`src/hw/gba_audio_pkg.sv`:
```
package gba_audio_pkg;

    typedef logic [10:0]        freq_t;
    typedef logic [1:0]         duty_t;
    typedef logic [3:0]         volume_t;
    typedef logic [7:0]         psg_level_t;
    typedef logic signed [7:0]  pcm8_t;
    typedef logic signed [15:0] sample_t;
    typedef logic [31:0]        fifo_word_t;
    typedef logic [3:0]         fifo_count_t;

    // bit n is the level of duty step n
    localparam logic [7:0] duty_patterns [4] = '{
        8'b1000_0000,
        8'b1000_0001,
        8'b1110_0001,
        8'b0111_1110
    };

    // sound-control high register fields
    localparam int snd_psg_ratio_lo = 0;
    localparam int snd_psg_ratio_hi = 1;
    localparam int snd_a_vol        = 2;
    localparam int snd_b_vol        = 3;
    localparam int snd_a_right      = 8;
    localparam int snd_a_left       = 9;
    localparam int snd_a_timer      = 10;
    localparam int snd_a_reset      = 11;
    localparam int snd_b_right      = 12;
    localparam int snd_b_left       = 13;
    localparam int snd_b_timer      = 14;
    localparam int snd_b_reset      = 15;

endpackage
```
`src/hw/square_ctrl_if.sv`:
```
interface square_ctrl_if;
    import gba_audio_pkg::*;

    freq_t   freq;
    duty_t   duty;
    volume_t volume;
    logic    enable;

    modport ctrl (
        output freq,
        output duty,
        output volume,
        output enable
    );

    modport chan (
        input freq,
        input duty,
        input volume,
        input enable
    );

endinterface

```
`src/hw/gba_audio_top.sv`:
```
module gba_audio_top #(
    parameter int SAMPLE_DIV = 2048,
    parameter int STEP_DIV   = 16
) (
    input  logic                       clk_100,
    input  logic                       reset,
    input  logic [15:0]                sq1_duty_vol,
    input  logic [15:0]                sq1_freq,
    input  logic [15:0]                sq2_duty_vol,
    input  logic [15:0]                sq2_freq,
    input  logic [15:0]                sound_ctrl_l,
    input  logic [15:0]                master_ctrl,
    input  logic [15:0]                sound_ctrl_h,
    input  logic                       tm0_overflow,
    input  logic                       tm1_overflow,
    input  gba_audio_pkg::fifo_count_t fifo_size_a,
    input  gba_audio_pkg::fifo_word_t  fifo_data_a,
    output logic                       fifo_re_a,
    output logic                       fifo_clr_a,
    output logic                       sound_req_a,
    input  gba_audio_pkg::fifo_count_t fifo_size_b,
    input  gba_audio_pkg::fifo_word_t  fifo_data_b,
    output logic                       fifo_re_b,
    output logic                       fifo_clr_b,
    output logic                       sound_req_b,
    output gba_audio_pkg::sample_t     sample_left,
    output gba_audio_pkg::sample_t     sample_right,
    output logic                       sample_valid
);
    import gba_audio_pkg::*;

    psg_level_t psg_left;
    psg_level_t psg_right;
    pcm8_t      sample_a;
    pcm8_t      sample_b;

    psg_block #(
        .STEP_DIV (STEP_DIV)
    ) u_psg (
        .clk_100      (clk_100),
        .reset        (reset),
        .sq1_duty_vol (sq1_duty_vol),
        .sq1_freq     (sq1_freq),
        .sq2_duty_vol (sq2_duty_vol),
        .sq2_freq     (sq2_freq),
        .sound_ctrl_l (sound_ctrl_l),
        .master_ctrl  (master_ctrl),
        .psg_left     (psg_left),
        .psg_right    (psg_right)
    );

    // timer select and FIFO reset come straight from sound_ctrl_h
    direct_sound ds_a (
        .clk_100      (clk_100),
        .reset        (reset),
        .timer_sel    (sound_ctrl_h[snd_a_timer]),
        .tm0_overflow (tm0_overflow),
        .tm1_overflow (tm1_overflow),
        .fifo_reset   (sound_ctrl_h[snd_a_reset]),
        .fifo_size    (fifo_size_a),
        .fifo_data    (fifo_data_a),
        .fifo_re      (fifo_re_a),
        .fifo_clr     (fifo_clr_a),
        .sound_req    (sound_req_a),
        .sample       (sample_a)
    );

    direct_sound ds_b (
        .clk_100      (clk_100),
        .reset        (reset),
        .timer_sel    (sound_ctrl_h[snd_b_timer]),
        .tm0_overflow (tm0_overflow),
        .tm1_overflow (tm1_overflow),
        .fifo_reset   (sound_ctrl_h[snd_b_reset]),
        .fifo_size    (fifo_size_b),
        .fifo_data    (fifo_data_b),
        .fifo_re      (fifo_re_b),
        .fifo_clr     (fifo_clr_b),
        .sound_req    (sound_req_b),
        .sample       (sample_b)
    );

    sound_mixer #(
        .SAMPLE_DIV (SAMPLE_DIV)
    ) u_mixer (
        .clk_100      (clk_100),
        .reset        (reset),
        .sound_ctrl_h (sound_ctrl_h),
        .psg_left     (psg_left),
        .psg_right    (psg_right),
        .sample_a     (sample_a),
        .sample_b     (sample_b),
        .sample_left  (sample_left),
        .sample_right (sample_right),
        .sample_valid (sample_valid)
    );

endmodule

```
`src/hw/sound_mixer.sv`:
```
module sound_mixer #(
    parameter int SAMPLE_DIV = 2048
) (
    input  logic                      clk_100,
    input  logic                      reset,
    input  logic [15:0]               sound_ctrl_h,
    input  gba_audio_pkg::psg_level_t psg_left,
    input  gba_audio_pkg::psg_level_t psg_right,
    input  gba_audio_pkg::pcm8_t      sample_a,
    input  gba_audio_pkg::pcm8_t      sample_b,
    output gba_audio_pkg::sample_t    sample_left,
    output gba_audio_pkg::sample_t    sample_right,
    output logic                      sample_valid
);
    import gba_audio_pkg::*;

    localparam int cnt_w = (SAMPLE_DIV > 1) ? $clog2(SAMPLE_DIV) : 1;

    logic [cnt_w-1:0]   tick_cnt;
    logic               tick;
    logic [1:0]         psg_ratio;
    logic signed [11:0] psg_l_scaled;
    logic signed [11:0] psg_r_scaled;
    logic signed [11:0] ds_a;
    logic signed [11:0] ds_b;
    logic signed [11:0] sum_l;
    logic signed [11:0] sum_r;

    function automatic logic signed [11:0] scale_psg(psg_level_t lvl, logic [1:0] ratio);
        case (ratio)
            2'd0:    return 12'(lvl >> 2);
            2'd1:    return 12'(lvl >> 1);
            default: return 12'(lvl);
        endcase
    endfunction

    function automatic logic signed [11:0] scale_ds(pcm8_t s, logic full);
        logic signed [11:0] ext;
        ext = 12'(s);
        return full ? (ext <<< 2) : (ext <<< 1);
    endfunction

    assign psg_ratio    = sound_ctrl_h[snd_psg_ratio_hi:snd_psg_ratio_lo];
    assign psg_l_scaled = scale_psg(psg_left, psg_ratio);
    assign psg_r_scaled = scale_psg(psg_right, psg_ratio);
    assign ds_a         = scale_ds(sample_a, sound_ctrl_h[snd_a_vol]);
    assign ds_b         = scale_ds(sample_b, sound_ctrl_h[snd_b_vol]);

    assign sum_l = psg_l_scaled
                 + (sound_ctrl_h[snd_a_left] ? ds_a : 12'sd0)
                 + (sound_ctrl_h[snd_b_left] ? ds_b : 12'sd0);
    assign sum_r = psg_r_scaled
                 + (sound_ctrl_h[snd_a_right] ? ds_a : 12'sd0)
                 + (sound_ctrl_h[snd_b_right] ? ds_b : 12'sd0);

    assign tick = (tick_cnt == cnt_w'(SAMPLE_DIV - 1));

    always_ff @(posedge clk_100) begin
        if (reset) begin
            tick_cnt     <= '0;
            sample_valid <= 1'b0;
            sample_left  <= '0;
            sample_right <= '0;
        end else begin
            tick_cnt     <= tick ? '0 : tick_cnt + 1'b1;
            sample_valid <= tick;
            if (tick) begin
                sample_left  <= sample_t'({sum_l, 4'b0000});
                sample_right <= sample_t'({sum_r, 4'b0000});
            end
        end
    end

    valid_single_cycle: assert property (
        @(posedge clk_100) disable iff (reset)
        sample_valid |=> !sample_valid
    );

endmodule

```
`src/hw/direct_sound.sv`:
```
module direct_sound (
    input  logic                       clk_100,
    input  logic                       reset,
    input  logic                       timer_sel,
    input  logic                       tm0_overflow,
    input  logic                       tm1_overflow,
    input  logic                       fifo_reset,
    input  gba_audio_pkg::fifo_count_t fifo_size,
    input  gba_audio_pkg::fifo_word_t  fifo_data,
    output logic                       fifo_re,
    output logic                       fifo_clr,
    output logic                       sound_req,
    output gba_audio_pkg::pcm8_t       sample
);
    import gba_audio_pkg::*;

    typedef enum logic {
        EMPTY,
        PLAYING
    } ds_state_t;

    ds_state_t  state;
    fifo_word_t word;
    logic [1:0] byte_idx;
    logic       reset_q;
    logic       clr_edge;
    logic       ovf;
    pcm8_t      cur_byte;

    assign ovf      = timer_sel ? tm1_overflow : tm0_overflow;
    assign clr_edge = fifo_reset && !reset_q;
    assign cur_byte = pcm8_t'(word[{byte_idx, 3'b000} +: 8]);

    // no read while the outside FIFO is being cleared
    assign fifo_re   = (state == EMPTY) && (fifo_size != '0) && !clr_edge;
    assign fifo_clr  = clr_edge;
    assign sound_req = fifo_re && (fifo_size <= fifo_count_t'(4));

    always_ff @(posedge clk_100) begin
        if (reset) begin
            state    <= EMPTY;
            byte_idx <= '0;
            sample   <= '0;
            reset_q  <= 1'b1;
        end else begin
            reset_q <= fifo_reset;
            if (clr_edge) begin
                state    <= EMPTY;
                byte_idx <= '0;
                sample   <= '0;
            end else begin
                case (state)
                    EMPTY: begin
                        if (fifo_re) begin
                            state    <= PLAYING;
                            byte_idx <= '0;
                        end
                    end
                    PLAYING: begin
                        if (ovf) begin
                            sample   <= cur_byte;
                            byte_idx <= byte_idx + 2'd1;
                            // last byte played, refetch next cycle
                            if (byte_idx == 2'd3) begin
                                state <= EMPTY;
                            end
                        end
                    end
                    default: state <= EMPTY;
                endcase
            end
        end
    end

    always_ff @(posedge clk_100) begin
        if (fifo_re) begin
            word <= fifo_data;
        end
    end

    no_read_when_empty: assert property (
        @(posedge clk_100) disable iff (reset)
        fifo_re |-> (fifo_size != '0)
    );

    clr_single_pulse: assert property (
        @(posedge clk_100) disable iff (reset)
        fifo_clr |=> !fifo_clr
    );

endmodule

```
`src/hw/psg_block.sv`:
```
module psg_block #(
    parameter int STEP_DIV = 16
) (
    input  logic                      clk_100,
    input  logic                      reset,
    input  logic [15:0]               sq1_duty_vol,
    input  logic [15:0]               sq1_freq,
    input  logic [15:0]               sq2_duty_vol,
    input  logic [15:0]               sq2_freq,
    input  logic [15:0]               sound_ctrl_l,
    input  logic [15:0]               master_ctrl,
    output gba_audio_pkg::psg_level_t psg_left,
    output gba_audio_pkg::psg_level_t psg_right
);
    import gba_audio_pkg::*;

    logic [15:0] duty_vol [2];
    logic [15:0] freq_reg [2];
    volume_t     level [2];
    logic [4:0]  sum_l;
    logic [4:0]  sum_r;
    logic [3:0]  gain_l;
    logic [3:0]  gain_r;

    function automatic logic [4:0] side_sum(logic [1:0] route, volume_t l0, volume_t l1);
        logic [4:0] acc;
        acc = '0;
        if (route[0]) acc = acc + 5'(l0);
        if (route[1]) acc = acc + 5'(l1);
        return acc;
    endfunction

    assign duty_vol[0] = sq1_duty_vol;
    assign duty_vol[1] = sq2_duty_vol;
    assign freq_reg[0] = sq1_freq;
    assign freq_reg[1] = sq2_freq;

    for (genvar i = 0; i < 2; i++) begin : g_sq
        square_ctrl_if ctrl_if ();

        assign ctrl_if.freq   = freq_reg[i][10:0];
        assign ctrl_if.duty   = duty_vol[i][7:6];
        assign ctrl_if.volume = duty_vol[i][15:12];
        assign ctrl_if.enable = master_ctrl[7];

        square_channel #(
            .STEP_DIV (STEP_DIV)
        ) u_sq (
            .clk_100 (clk_100),
            .reset   (reset),
            .ctrl    (ctrl_if.chan),
            .level   (level[i])
        );
    end

    assign sum_r  = side_sum(sound_ctrl_l[9:8], level[0], level[1]);
    assign sum_l  = side_sum(sound_ctrl_l[13:12], level[0], level[1]);
    // master volume 0..7 means gain 1..8
    assign gain_r = {1'b0, sound_ctrl_l[2:0]} + 4'd1;
    assign gain_l = {1'b0, sound_ctrl_l[6:4]} + 4'd1;

    always_ff @(posedge clk_100) begin
        if (reset) begin
            psg_left  <= '0;
            psg_right <= '0;
        end else begin
            psg_left  <= psg_level_t'(sum_l) * psg_level_t'(gain_l);
            psg_right <= psg_level_t'(sum_r) * psg_level_t'(gain_r);
        end
    end

    level_range: assert property (
        @(posedge clk_100) disable iff (reset)
        (psg_left <= 8'd240) && (psg_right <= 8'd240)
    );

endmodule

```
`src/hw/square_channel.sv`:
```
module square_channel #(
    parameter int STEP_DIV = 16
) (
    input  logic                   clk_100,
    input  logic                   reset,
    square_ctrl_if.chan            ctrl,
    output gba_audio_pkg::volume_t level
);
    import gba_audio_pkg::*;

    localparam int pre_w = (STEP_DIV > 1) ? $clog2(STEP_DIV) : 1;

    logic [pre_w-1:0] pre_cnt;
    freq_t            div_cnt;
    logic [2:0]       step;
    logic             pre_done;
    logic             expire;

    assign pre_done = (pre_cnt == pre_w'(STEP_DIV - 1));

    // 2047 - freq is ~freq in 11 bits, so a step spans 2048 - freq counts
    assign expire = pre_done && (div_cnt >= ~ctrl.freq);

    always_ff @(posedge clk_100) begin
        if (reset) begin
            pre_cnt <= '0;
            div_cnt <= '0;
            step    <= '0;
        end else if (!ctrl.enable) begin
            // channel off holds the sequencer at its start
            pre_cnt <= '0;
            div_cnt <= '0;
            step    <= '0;
        end else begin
            if (pre_done) begin
                pre_cnt <= '0;
            end else begin
                pre_cnt <= pre_cnt + 1'b1;
            end

            if (pre_done) begin
                if (expire) begin
                    div_cnt <= '0;
                    step    <= step + 3'd1;
                end else begin
                    div_cnt <= div_cnt + 1'b1;
                end
            end
        end
    end

    assign level = (ctrl.enable && duty_patterns[ctrl.duty][step]) ? ctrl.volume : '0;

    // step moves only on expiry or when the channel is switched off
    step_on_expiry: assert property (
        @(posedge clk_100) disable iff (reset)
        !$stable(step) |-> $past(expire || !ctrl.enable)
    );

endmodule

```
`config.mk`:
```
export PLATFORM = sky130hd
export DESIGN_NAME = gba_audio_top
export DESIGN_NICKNAME = d
export VERILOG_FILES = /design/src/hw/gba_audio_pkg.sv /design/src/hw/square_ctrl_if.sv /design/src/hw/gba_audio_top.sv /design/src/hw/sound_mixer.sv /design/src/hw/direct_sound.sv /design/src/hw/psg_block.sv /design/src/hw/square_channel.sv
export SDC_FILE = /design/constraint.sdc
export NUM_CORES = 1
export LEC_CHECK = 0
export BUFFER_PORTS_ARGS = -buffer_cell sky130_fd_sc_hd__buf_2
export CAP_MARGIN = 25
export CORE_ASPECT_RATIO = 0.6
export CORE_MARGIN = 8
export CORE_UTILIZATION = 50
export DETAILED_ROUTE_END_ITERATION = 16
export GPL_TIMING_DRIVEN = 1
export PLACE_DENSITY = 0.77
export RECOVER_POWER = 100
export SYNTH_ARGS = -nofsm -noshare
export SYNTH_HDL_FRONTEND = slang
export SYNTH_SLANG_ARGS = --single-unit
```
`constraint.sdc`:
```
create_clock -name clk_100 -period 14.6 [get_ports clk_100]
set_input_delay 1.46 -clock clk_100 [delete_from_list [all_inputs] [get_ports clk_100]]
set_output_delay 1.46 -clock clk_100 [all_outputs]
set_load 0.02 [all_outputs]
```
; ---- After elaboration in Yosys (flattened, before gate mapping)
; Cells that the tools add are included.
; W data, S select, Z words.
[word_totals]
reg_bits = 176
in_bits = 188
output_inout_bits = 39
elab_cells = 141
[classes]
shift = 2
order_cmp = 8
n_eq_ne = 10
n_bitwise = 7
n_reduce_logical = 31
n_mux = 42
mul = 2
addsub = 17
[op_table]
columns = operator, count
row1 = $shiftx A32 B6 Y8, 2
row2 = $add A12 B12 Y12, 4
row3 = $mux W12, 4
row4 = $add A11 B1 Y11 const B, 3
row5 = $bmux W8 S2, 2
row6 = $mux W8, 4
row7 = $pmux W8 S2, 2
row8 = $ge A11 B11 Y1, 2
row9 = $mux W11, 2
row10 = $not A11 Y11, 2
row11 = $mux W9, 2
row12 = $mul A5 B4 Y8, 2
row13 = $mux W4, 4
row14 = $logic_and A1 B1 Y1, 12
row15 = $reduce_and A2 Y1, 6
row16 = $eq A11 B11 Y1 const B, 1
row17 = $add A4 B4 Y5, 2
row18 = $mux W1, 10
row19 = $mux W5, 2
row20 = $add A3 B1 Y4 const B, 2
row21 = $add A4 B1 Y4 const B, 2
row22 = $eq A4 B4 Y1 const B, 2
row23 = $le A4 B3 Y1 const B, 2
row24 = $lt A3 B4 Y1 const B, 2
row25 = other kinds (18), 41

; ---- Longest topological paths before layout
; Gate-level depths: netlist of the first run.
[depth]
depth_word = 12
mapped_depth = 21
depth_no_buf = 21

; ---- Hierarchy
; From an unflattened synthesis of the first run, not the netlist that was laid out.
[hier_totals]
cells_unflattened = 1042
area_unflattened_um2 = 10695.3
[modules_own_cells]
columns = mod, n_inst, cells_per_inst, area_per_inst_um2, seq_area_each_um2
row1 = direct_sound, 2, 101, 1684.1, 1201.2
row2 = sound_mixer, 1, 364, 3074.2, 720.7
row3 = square_channel, 2, 134, 1194.9, 360.3
row4 = psg_block, 1, 208, 1863.0, 320.3

; ---- Worst setup path after synthesis of the first run
; OpenSTA, ideal clock, no wires.
[synth_timing]
path_kind = in2out
startpoint = input port sound_ctrl_h[11]
endpoint = output port sound_req_a
t_arrival_ps = 5059
slack_ps = 8081
stages = 3
required_ps = 13140
path_cell_list = nor2b_1 nor3_1 and3b_1
[synth_between]
elab_chain_cells = 4
[synth_lines]
columns = element, line_no
row1 = from (decl), gba_audio_top.sv:13  ; input logic [15:0] sound_ctrl_h,
row2 = $logic_and A1 B1 Y1, direct_sound.sv:31  ; assign clr_edge = fifo_reset && !reset_q;
row3 = $logic_not A1 Y1, direct_sound.sv:35  ; assign fifo_re = (state == EMPTY) && (fifo_size != '0) && !clr_edge;
row4 = $logic_and A1 B1 Y1, direct_sound.sv:35
row5 = net fifo_re_a, gba_audio_top.sv:18  ; output logic fifo_re_a,
row6 = $logic_and A1 B1 Y1, direct_sound.sv:37  ; assign sound_req = fifo_re && (fifo_size <= fifo_count_t'(4));
row7 = to (decl), gba_audio_top.sv:20  ; output logic sound_req_a,
; The timed path passes the listed nets, and every way through them passes these cells.

; ---- Worst setup path in the final report of the first run
[layout_timing]
startpoint = input port sq1_duty_vol[7]
endpoint = register u_psg.psg_right[7]
[layout_between]
elab_chain_cells = 12
[layout_lines]
columns = element, line_no
row1 = from (decl), gba_audio_top.sv:7  ; input logic [15:0] sq1_duty_vol,
row2 = $not A2 Y3 (not written as such) (*), square_channel.sv:52  ; assign level = (ctrl.enable && duty_patterns[ctrl.duty][step]) ? ctrl.volume : '0;
row3 = $bmux W8 S2 (*), square_channel.sv:52
row4 = $mux W8 (not written as such) (*) (2 in series), square_channel.sv:52
row5 = $bmux W1 S3 (*), square_channel.sv:52
row6 = $mux W1 (not written as such) (*), square_channel.sv:52
row7 = $logic_and A1 B1 Y1 (*), square_channel.sv:52
row8 = $mux W4 (*), square_channel.sv:52
row9 = $mux W4 (*), psg_block.sv:28  ; if (route[0]) acc = acc + 5'(l0);
row10 = $add A4 B4 Y5, psg_block.sv:29  ; if (route[1]) acc = acc + 5'(l1);
row11 = $mux W5 (*), psg_block.sv:29
row12 = $mul A5 B4 Y8 (*), psg_block.sv:68  ; psg_right <= psg_level_t'(sum_r) * psg_level_t'(gain_r);
row13 = to (signal assigned), psg_block.sv:68
row14 = to (decl), psg_block.sv:13  ; output gba_audio_pkg::psg_level_t psg_right
; Every way passes the cells marked *; elsewhere a longest branch is shown, timed or not. The select of a mux whose other input is x is not followed.
; A chain may end at the register's enable or synchronous reset.

==> results of run 1 <==
## cells in the final DEF (no fill, tap or decap), types with 19 or more instances in the layout
master    instances
nand2_1         127
buf_2           125
dfxtp_1         112
ha_1             87
nor2_1           79
edfxtp_1         64
inv_1            57
a21oi_1          54
o21ai_0          44
nor2b_1          41
clkbuf_1         41
xor2_1           35
nand3_1          34
mux2i_1          30
fa_1             30
nor3_1           21
and3_1           19
## path summary, 6_finish.rpt
kind / end / slack (ns) / cells past startpoint
worst max register to register: u_psg.psg_right[7] / 9.14 / 20
worst min register to register: u_mixer.sample_right[15] / 0.44 / 2
worst min-delay path: u_mixer.sample_right[15] / 0.44 / 2
worst max-delay path: u_psg.psg_right[7] / 8.26 / 22
## routing by layer
metal	wire (um)	vias to the layer above	GRT usage (%)
li1	-	4065	-
met1	12000	3833	26.3
met2	10400	211	28.4
met3	1330	16	4.79
met4	239	0	4.12
met5	0	-	0
## cell families after synthesis
family / after synthesis / share of synthesized area [%]
DFF: 176 / 39.4
other: 1 / 0.0355
xor gates and xnor gates: 53 / 4.40
buffers and inverters: 94 / 3.64
adders and majority gates: 119 / 16.2
and+or+nand+nor: 396 / 18.6
AOI/OAI and AO/OA: 170 / 10.6
muxes: 54 / 7.11
## flip-flops by register name, indices dropped and copies added (netlist names), 6 cells and up
name / cells
u_psg.psg_right: 8
ds_b.sample: 8
ds_a.sample: 8
u_psg.g_sq.u_sq.step: 6
u_psg.psg_left: 8
u_mixer.sample_right: 12
ds_a.word: 32
u_mixer.tick_cnt: 11
u_psg.g_sq.u_sq.pre_cnt: 8
u_mixer.sample_left: 12
ds_b.word: 32
u_psg.g_sq.u_sq.div_cnt: 22
## per-stage QoR
| step | cells | cell area [um^2] |
|---|---|---|
| after floorplan | 1070 | 10600 |
| after global placement | 1477 | 11600 |
| after detailed placement | 1478 | 11600 |
| after CTS | 1510 | 12200 |
| after global routing | 1511 | 12200 |
| final | 1511 | 12200 |
## worst reg2reg max path, cell delays in order (launching register included)
cell	delay [ns]
dfxtp_1	0.37
o21ai_0	0.45
and3_1	0.30
nor2_1	0.11
and3_1	0.22
ha_1	0.24
fa_1	0.43
a21boi_0	0.15
o21ai_0	0.35
xor2_1	0.27
nand2_1	0.11
fa_1	0.50
inv_1	0.06
fa_1	0.50
ha_1	0.30
a21o_1	0.17
a21oi_1	0.25
nand4b_1	0.16
nand3_1	0.09
a21o_1	0.17
a21oi_1	0.16
## synth_stat cells, types with 6 or more instances
master | number | area, um^2
a211oi_1 | 6 | 45.0
a21o_1 | 10 | 75.1
a21oi_1 | 54 | 270
and2_1 | 14 | 87.6
and3_1 | 19 | 119
buf_4 | 8 | 60.1
clkbuf_1 | 24 | 90.1
dfxtp_1 | 112 | 2240
edfxtp_1 | 64 | 1920
fa_1 | 30 | 601
ha_1 | 87 | 1090
inv_1 | 57 | 214
mux2_2 | 8 | 90.1
mux2i_1 | 30 | 300
mux4_2 | 16 | 360
nand2_1 | 127 | 477
nand2b_1 | 12 | 75.1
nand3_1 | 34 | 170
nor2_1 | 79 | 297
nor2b_1 | 41 | 257
nor3_1 | 22 | 110
o211ai_1 | 7 | 52.6
o21ai_0 | 44 | 220
xnor2_1 | 18 | 158
xor2_1 | 35 | 307
## layout make-up
cell class	instances	area, um^2	area share, %
Inverter	57	214	1.76
Multi-Input combinational cell	800	6040	49.6
Clock inverter	15	183	1.50
Timing Repair Buffer	167	795	6.53
Clock buffer	17	425	3.50
Sequential cell	176	4160	34.2
Tap cell	279	349	2.87
## power groups by stage
stage	sequential, mW	combinational [mW]	clock (mW)
final	0.549	0.130	0.459
after global routing	0.552	0.146	0.490
after CTS	0.549	0.132	0.469
after floorplan	0.555	0.0891	0
after detailed placement	0.560	0.131	0
after global placement	0.558	0.127	0
==> impl_metrics.toml, run 1 <==
[run_status]
outcome = "finished, violations left"
violations = "max-capacitance violations, max-slew violations"

[synthesis]
synthesis.area_um2 = 10600
synth.distinct_cells = 70
synth_ff_type = "dfxtp_1"
avgSynthCellArea_um2 = 9.94
ys_seq_area_share_pct = 39.4
ys_async_sr_fraction_pct = 0
ys_ff_latch = 176
synth_edf_count = 64
yosys_warnings = 0
synth_cells = 1063

[setup_path]
path_max_fanout = 6
cp_slowest_cell = "fa_1"
crit_start = "sq1_duty_vol[7]"
path_delay_family = "adder cells"
max_stage_delay_ns = 0.50
cp.required_ns = 14.93
crit_buf_inv = 2
endpoint_kind = "flip-flop"
critPathLaunchType = "primary input"
critPathKind = "primary input to flip-flop"
crit_arrival_ns = 6.68
reg2reg_from = "u_psg.g_sq[0].u_sq.step[1]"
crit_path_cell_trace = "clkbuf_1 -> ha_1 -> or3b_1 -> and3_1 -> nor2_1 -> and3_1 -> ha_1 -> fa_1 -> nor3_1 -> o21ai_0 -> xor2_1 -> nand2_1 -> fa_1 -> inv_1 -> fa_1 -> ha_1 -> a21o_1 -> a21oi_1 -> nand4b_1 -> nand3_1 -> a21o_1 -> a21oi_1"

[placement]
dp_hpwl_um = 19300
place_congestion = 0.869
io_buffers = 163
dp_slack_ns = 7.93

[sta]
finalHoldViolCount = 0
worstMarginPinSlew_ns = 1.74
clock_skew_ns = 0.0161
post-route-period-util_pct = 43.4
finalMaxSlewViolations = 71
holdWs_ns = 0.440
relSlewSlack_pct = -15.9
period_needed_ns = 6.34
fin_ws_ns = 8.26
setup_violations = 0
setup-tns-final_ns = 0
max_freq_mhz = 158
rsz0062_at_grt = "false"

[pwr]
switching_share_pct = 27.5
total_power_mw = 1.14
intPower_mw = 0.825
switchingPower_mw = 0.313
p_comb_share_pct = 11.4
p_seq_share_pct = 48.3
powerDensity_nw_per_um2 = 93.5
p_leak_nw = 5.17
pwr-share-clk_pct = 40.3
max-vdd-ir-drop_v = 0.0000867

[detailed_routing]
drt-initial-drc-count = 488
routed_wl_um = 24100
drtAntennaViolNets = 0
wire_per_inst_um = 15.9
vias = 8125
firstDrtPassIters = 6
vias_per_cell = 5.38
route.detailed.drc = 0

[cts]
post_cts_buffers = 0
cts_tree = "yes"
clk_pin_slew_worst_paths_ns = 0.07
clockBufferDepth = 2
cts_resized = 0
htreeDepth = 4
clkLatencyLatePin_ns = 0.44
cts-buffers-inserted = 17
cts_sinks = 176
cts_hold_buffers = 0
clockRootBuffer = "clkbuf_16"

[run]
drv_cap = 2

[layout]
layout-drive-gt1-share_pct = 16.2
final_util_pct = 58.3
diodes = 0
areaGrowthSynthToFinish_pct = 15.2
nets = 1524
fillers = 1786

[die]
core.rowCount = 41
dieArea_um2 = 26200
start_util_pct = 50.6
die_y_um = 129
core_area_um2 = 20900
pin_count = 227
die_x_um = 204

[grt]
first_global_vias = 8022
track_usage_pct = 18.6
grt_overflow = 0
grt_max_degree = 36
grt_first_pass_wirelength_um = 39600
antenna_found_initial = 0

[worst_hold_path]
hp-class = "flip-flop to flip-flop"
hp-start = "u_mixer.sample_right[15]"
No activity file was read; power rests on OpenSTA's default activity.
==> run 2, diff against run 1 <==
==> constraint.sdc (replaced) <==
create_clock -name clk_100 -period 6.25 [get_ports clk_100]
set_input_delay 0.625 -clock clk_100 [delete_from_list [all_inputs] [get_ports clk_100]]
set_output_delay 0.625 -clock clk_100 [all_outputs]
set_load 0.02 [all_outputs]
==> run 2 against run 1 <==
Net effect: the flow still finishes with violations (max-capacitance violations, max-slew violations); non-clock buffer count did not move; critical path type unchanged; routed wire length rose by 1.3%; clock power rose by 140%; critical endpoint is now u_psg.psg_left[7]; global-route usage rose by 0.28 points.
==> impl_metrics.toml, run 2 (same netlist as run 1, synthesis figures left out) <==
[layout]
stdcell_count = 1511
top_regs = "ds_a.word x32, ds_b.word x32, u_psg.g_sq.u_sq.div_cnt x22"
multiInputGateArea_um2 = 6030
diodes = 0
areaGrowthSynthToFinish_pct = 15.4
seqCellArea_um2 = 4160
layout-drive-gt1-share_pct = 16.1
final_common_cell = "nand2_1"
final_cell_mix = "127 x nand2_1, 126 x buf_2, 112 x dfxtp_1, 87 x ha_1, 79 x nor2_1"
fillers = 1820
nets = 1524

[die]
core_area_um2 = 20900
die_x_um = 204
dieArea_um2 = 26200
die_y_um = 129
start_util_pct = 50.6
pin_count = 227
core.rowCount = 41

[sta]
relSlewSlack_pct = -19.5
finalHoldViolCount = 0
setup-tns-final_ns = 0
period_needed_ns = 5.45
finalMaxSlewViolations = 69
rsz0062_at_grt = "false"
max_freq_mhz = 183
worstMarginPinSlew_ns = 1.79
post-route-period-util_pct = 87.2
holdWs_ns = 0.344
clock_skew_ns = 0.0145
setup_violations = 0

[pwr]
switching_share_pct = 28.4
powerDensity_nw_per_um2 = 222
p_leak_nw = 5.18
max-vdd-ir-drop_v = 0.000178
intPower_mw = 1.94
p_comb_share_pct = 11.2
switchingPower_mw = 0.771
pwr-share-clk_pct = 41.5
p_seq_share_pct = 47.3

[cts]
htreeDepth = 4
cts_hold_buffers = 0
post_cts_buffers = 0
clockBufferDepth = 2
clk_pin_slew_worst_paths_ns = 0.08
cts_sinks = 176
clockRootBuffer = "clkbuf_16"
cts-buffers-inserted = 17
cts_tree = "yes"
cts_resized = 0
clkLatencyLatePin_ns = 0.45

[grt]
first_global_vias = 8155
grt_first_pass_wirelength_um = 40300
grt_max_degree = 36
grt_overflow = 0
track_usage_pct = 18.9
antenna_found_initial = 0

[run]
drv_cap = 2

[run_status]
violations = "max-capacitance violations, max-slew violations"
outcome = "finished, violations left"

[placement]
place_inst = 1478
dp_hpwl_um = 19500
io_buffers = 163
place_congestion = 0.876

[setup_path]
path_max_fanout = 6
critPathLaunchType = "primary input"
crit_path_cell_trace = "clkbuf_1 -> ha_1 -> or3b_1 -> and3_1 -> nor2_1 -> and3_1 -> ha_1 -> fa_1 -> a21boi_0 -> o21ai_0 -> xor2_1 -> nand2_1 -> fa_1 -> inv_1 -> fa_1 -> ha_1 -> a21o_1 -> a21oi_1 -> nand4b_1 -> nand3_1 -> a21o_1 -> a21oi_1"
critPathKind = "primary input to flip-flop"
crit_arrival_ns = 5.81
cp_slowest_cell = "fa_1"
crit_buf_inv = 2
endpoint_kind = "flip-flop"
cp.required_ns = 6.61
max_stage_delay_ns = 0.49
path_delay_family = "adder cells"

[detailed_routing]
wire_per_inst_um = 16.1
vias_per_cell = 5.39
firstDrtPassIters = 5
drt-initial-drc-count = 571
drtAntennaViolNets = 0
route.detailed.drc = 0
vias = 8142
routed_wl_um = 24400

[worst_hold_path]
hp-class = "primary input to flip-flop"
## run 2: cell types whose count changed in the layout (fill, tap and decap cells not counted), sizes merged
cell	before	now
clkinv	4	7
clkinvlp	1	0
buf	126	127
inv	67	65
clkbuf	58	57
## run 2: power by group through the flow
stage	Combinational, mW	Clock (mW)	Sequential (mW)
6_report	0.304	1.12	1.28
2_1_floorplan	0.208	0	1.30
5_1_grt	0.342	1.20	1.29
4_1_cts	0.308	1.14	1.28
3_5_place_dp	0.306	0	1.31
3_3_place_gp	0.297	0	1.30
## run 2: worst register-to-register path: stages (launching register included)
cell and delay, ns:
dfxtp_1 0.44, mux2i_1 0.40, a32o_1 0.24, nor2_1 0.11
and3_1 0.22, ha_1 0.21, fa_1 0.47, a21boi_0 0.18
o21ai_0 0.35, xor2_1 0.36, nand2_1 0.12, fa_1 0.49
inv_1 0.05, fa_1 0.49, ha_1 0.30, a21o_1 0.17
a21oi_1 0.23, nand4b_1 0.15, nand3_1 0.09, a21o_1 0.17
a21oi_1 0.11
## run 2: stage by stage
step                      total power, mW  utilization (%)  area (um^2)  setup slack, ns
after floorplan                      1.50                -        10600             1.16
after global placement               1.60             55.6        11600            0.673
after detailed placement             1.61             55.6        11600            0.490
after CTS                            2.73             58.7        12300            0.874
after global routing                 2.83             58.4        12200            0.477
final                                2.71             58.4        12200            0.800
## run 2: area by class of cell
type,instances,area share [%]
well taps,279,2.86
multi-input cells,800,49.5
repair buffers,167,6.53
clock inverters,15,1.75
flip-flops and latches,176,34.2
inverters,57,1.75
clock buffers,17,3.49
## run 2: metal layers
| layer | wire, um | GRT usage [%] | up-vias |
|---|---|---|---|
| met3 | 1390 | 4.74 | 17 |
| met5 | 0 | 0 | - |
| li1 | - | - | 4062 |
| met4 | 219 | 4.04 | 0 |
| met2 | 10600 | 28.7 | 204 |
| met1 | 12200 | 26.9 | 3859 |
## run 2: final timing paths
check | startpoint | to | slack (ns) | depth (start not counted)
max | sq1_duty_vol[7] | u_psg.psg_left[7] | 0.80 | 22
min | fifo_data_b[18] | ds_b.word[18] | 0.34 | 1
max reg2reg | u_psg.g_sq[0].u_sq.step[1] | u_psg.psg_left[7] | 0.81 | 20
min reg2reg | u_mixer.sample_left[15] | u_mixer.sample_left[15] | 0.44 | 2
==> run 3, diff against run 2 <==
--- a/config.mk
+++ b/config.mk
@@ -7,12 +7,14 @@
 export LEC_CHECK = 0
 export BUFFER_PORTS_ARGS = -buffer_cell sky130_fd_sc_hd__buf_2
 export CAP_MARGIN = 25
+export CELL_PAD_IN_SITES_DETAIL_PLACEMENT = 0
+export CELL_PAD_IN_SITES_GLOBAL_PLACEMENT = 1
 export CORE_ASPECT_RATIO = 0.6
 export CORE_MARGIN = 8
-export CORE_UTILIZATION = 50
+export CORE_UTILIZATION = 42
 export DETAILED_ROUTE_END_ITERATION = 16
 export GPL_TIMING_DRIVEN = 1
-export PLACE_DENSITY = 0.77
+export PLACE_DENSITY = 0.83
 export RECOVER_POWER = 100
 export SYNTH_ARGS = -nofsm -noshare
 export SYNTH_HDL_FRONTEND = slang
==> run 3 against run 2 <==
Net effect: the flow now finishes without violations; first-iteration DRC count decreased by 25%; register-to-register slack improved by 0.12 ns; clock skew down 0.0043 ns; global-route usage shrank 2.7 points; sequential share of layout area is 0.14 points lower; worst hold slack better by 0.0068 ns; critical path depth did not move; cell count grew 3.4%; utilization down 9.4 points; sequential power barely moved; critical path type unchanged.
==> impl_metrics.toml, run 3 (same netlist as run 1, synthesis figures left out) <==
[setup_path]
endpoint_kind = "flip-flop"
crit_arrival_ns = 5.73
cp.required_ns = 6.61
path_max_fanout = 6
cp_slowest_cell = "fa_1"
reg2reg_from = "u_psg.g_sq[0].u_sq.step[1]"
critPathLaunchType = "primary input"
critPathKind = "primary input to flip-flop"
crit_path_cell_trace = "clkbuf_1 -> ha_1 -> or3b_1 -> and3_1 -> nor2_1 -> and3_1 -> ha_1 -> fa_1 -> a21boi_0 -> o21ai_0 -> xor2_1 -> nand2_1 -> fa_1 -> inv_1 -> fa_1 -> ha_1 -> a21o_1 -> a21oi_1 -> nand4b_1 -> nand3_1 -> a21o_1 -> a21oi_1"
crit_start = "sq1_duty_vol[7]"
max_stage_delay_ns = 0.50

[detailed_routing]
route.detailed.drc = 0
vias_per_cell = 5.14
drt-initial-drc-count = 427
wire_per_inst_um = 15.6
firstDrtPassIters = 5
routed_wl_um = 24400
drtAntennaViolNets = 0
vias = 8039

[pwr]
powerDensity_nw_per_um2 = 220
p_leak_nw = 5.17
max-vdd-ir-drop_v = 0.000192

[die]
die_x_um = 221
pin_count = 227
start_util_pct = 42.2
die_y_um = 139
core_area_um2 = 25000
dieArea_um2 = 30600
core.rowCount = 45

[cts]
cts_resized = 0
post_cts_buffers = 0
clk_pin_slew_worst_paths_ns = 0.08
clockRootBuffer = "clkbuf_16"
clkLatencyLatePin_ns = 0.44
htreeDepth = 4
clockBufferDepth = 2
cts-buffers-inserted = 17
cts_sinks = 176
cts_hold_buffers = 0
cts_tree = "yes"

[sta]
fin_ws_ns = 0.881
setup-tns-final_ns = 0
finalHoldViolCount = 0
worstMarginPinSlew_ns = 1.28
relSlewSlack_pct = 14.8
clock_skew_ns = 0.0102
period_needed_ns = 5.37
setup_violations = 0
post-route-period-util_pct = 85.9
rsz0062_at_grt = "false"
max_freq_mhz = 186
finalMaxSlewViolations = 0

[placement]
dp_slack_ns = 0.540
io_buffers = 163
place_congestion = 0.857
dp_hpwl_um = 19600

[grt]
first_global_vias = 7889
antenna_found_initial = 0
grt_first_pass_wirelength_um = 40000
track_usage_pct = 16.2
grt_overflow = 0
grt_max_degree = 30

[run]
drv_cap = 0

[layout]
layout-drive-gt1-share_pct = 15.8
final_cell_mix = "127 x nand2_1, 123 x buf_2, 112 x dfxtp_1, 87 x ha_1, 79 x nor2_1"
areaGrowthSynthToFinish_pct = 15.9
fillers = 2364
final_common_cell = "nand2_1"
diodes = 0
top_regs = "ds_a.word x32, ds_b.word x32, u_psg.g_sq.u_sq.div_cnt x22"
nets = 1526

[run_status]
outcome = "complete, no violations"

[worst_hold_path]
hp-start = "fifo_data_a[23]"
hp-class = "primary input to flip-flop"
==> run 3: cell types whose count changed in the layout (fill, tap and decap cells not counted), sizes merged <==
cell / before / now
buf: 127 / 124
bufinv: 0 / 1
clkbuf: 57 / 62
clkinv: 7 / 4
clkinvlp: 0 / 1
inv: 65 / 66
==> run 3: report_power, final <==
| part | switching (mW) | internal, mW |
|---|---|---|
| clock | 0.531 | 0.583 |
| sequential | 0.0271 | 1.25 |
| combinational | 0.177 | 0.126 |
==> run 3: per-stage QoR <==
step	std cells	hold slack [ns]	cell area (um^2)	utilization (%)	power [mW]
2_1_floorplan	1070	0.417	10600	-	1.50
3_3_place_gp	1530	0.430	11700	46.8	1.61
3_5_place_dp	1531	0.430	11700	46.8	1.62
4_1_cts	1563	0.322	12300	49.3	2.74
5_1_grt	1563	0.321	12200	49.0	2.82
6_report	1563	0.351	12200	49.0	2.70
==> run 3: worst paths after layout <==
path / to / slack (ns) / cells after the start
setup / recovery: u_psg.psg_left[7] / 0.88 / 22
hold / removal: ds_a.word[23] / 0.35 / 1
setup reg to reg: u_psg.psg_left[7] / 0.93 / 20
hold reg to reg: u_mixer.sample_left[15] / 0.44 / 2
==> run 3: critical path: cells and delay by family <==
kind,cells,cell delay (ns)
adder cells (fa/ha/maj),6,2.04
XOR/XNOR,1,0.36
AND/OR/NAND/NOR,7,1.48
AO/OA/AOI/OAI,6,1.03
buffers and inverters,2,0.17
==> run 3: routing by layer <==
layer | GRT usage, % | vias up | share of wire (%)
li1 | - | 4071 | -
met1 | 23.7 | 3769 | 52
met2 | 23.3 | 179 | 42
met3 | 3.94 | 20 | 5.3
met4 | 4.44 | 0 | 1.2
met5 | 0 | - | 0
==> run 3: area by class of cell <==
class / instances / area, um^2 / area share [%]
clock buffers: 17 / 425 / 3.47
clock inverters: 15 / 199 / 1.62
inverters: 57 / 214 / 1.75
multi-input cells: 800 / 6030 / 49.3
flip-flops and latches: 176 / 4160 / 34.0
well taps: 329 / 412 / 3.36
repair buffers: 169 / 800 / 6.53
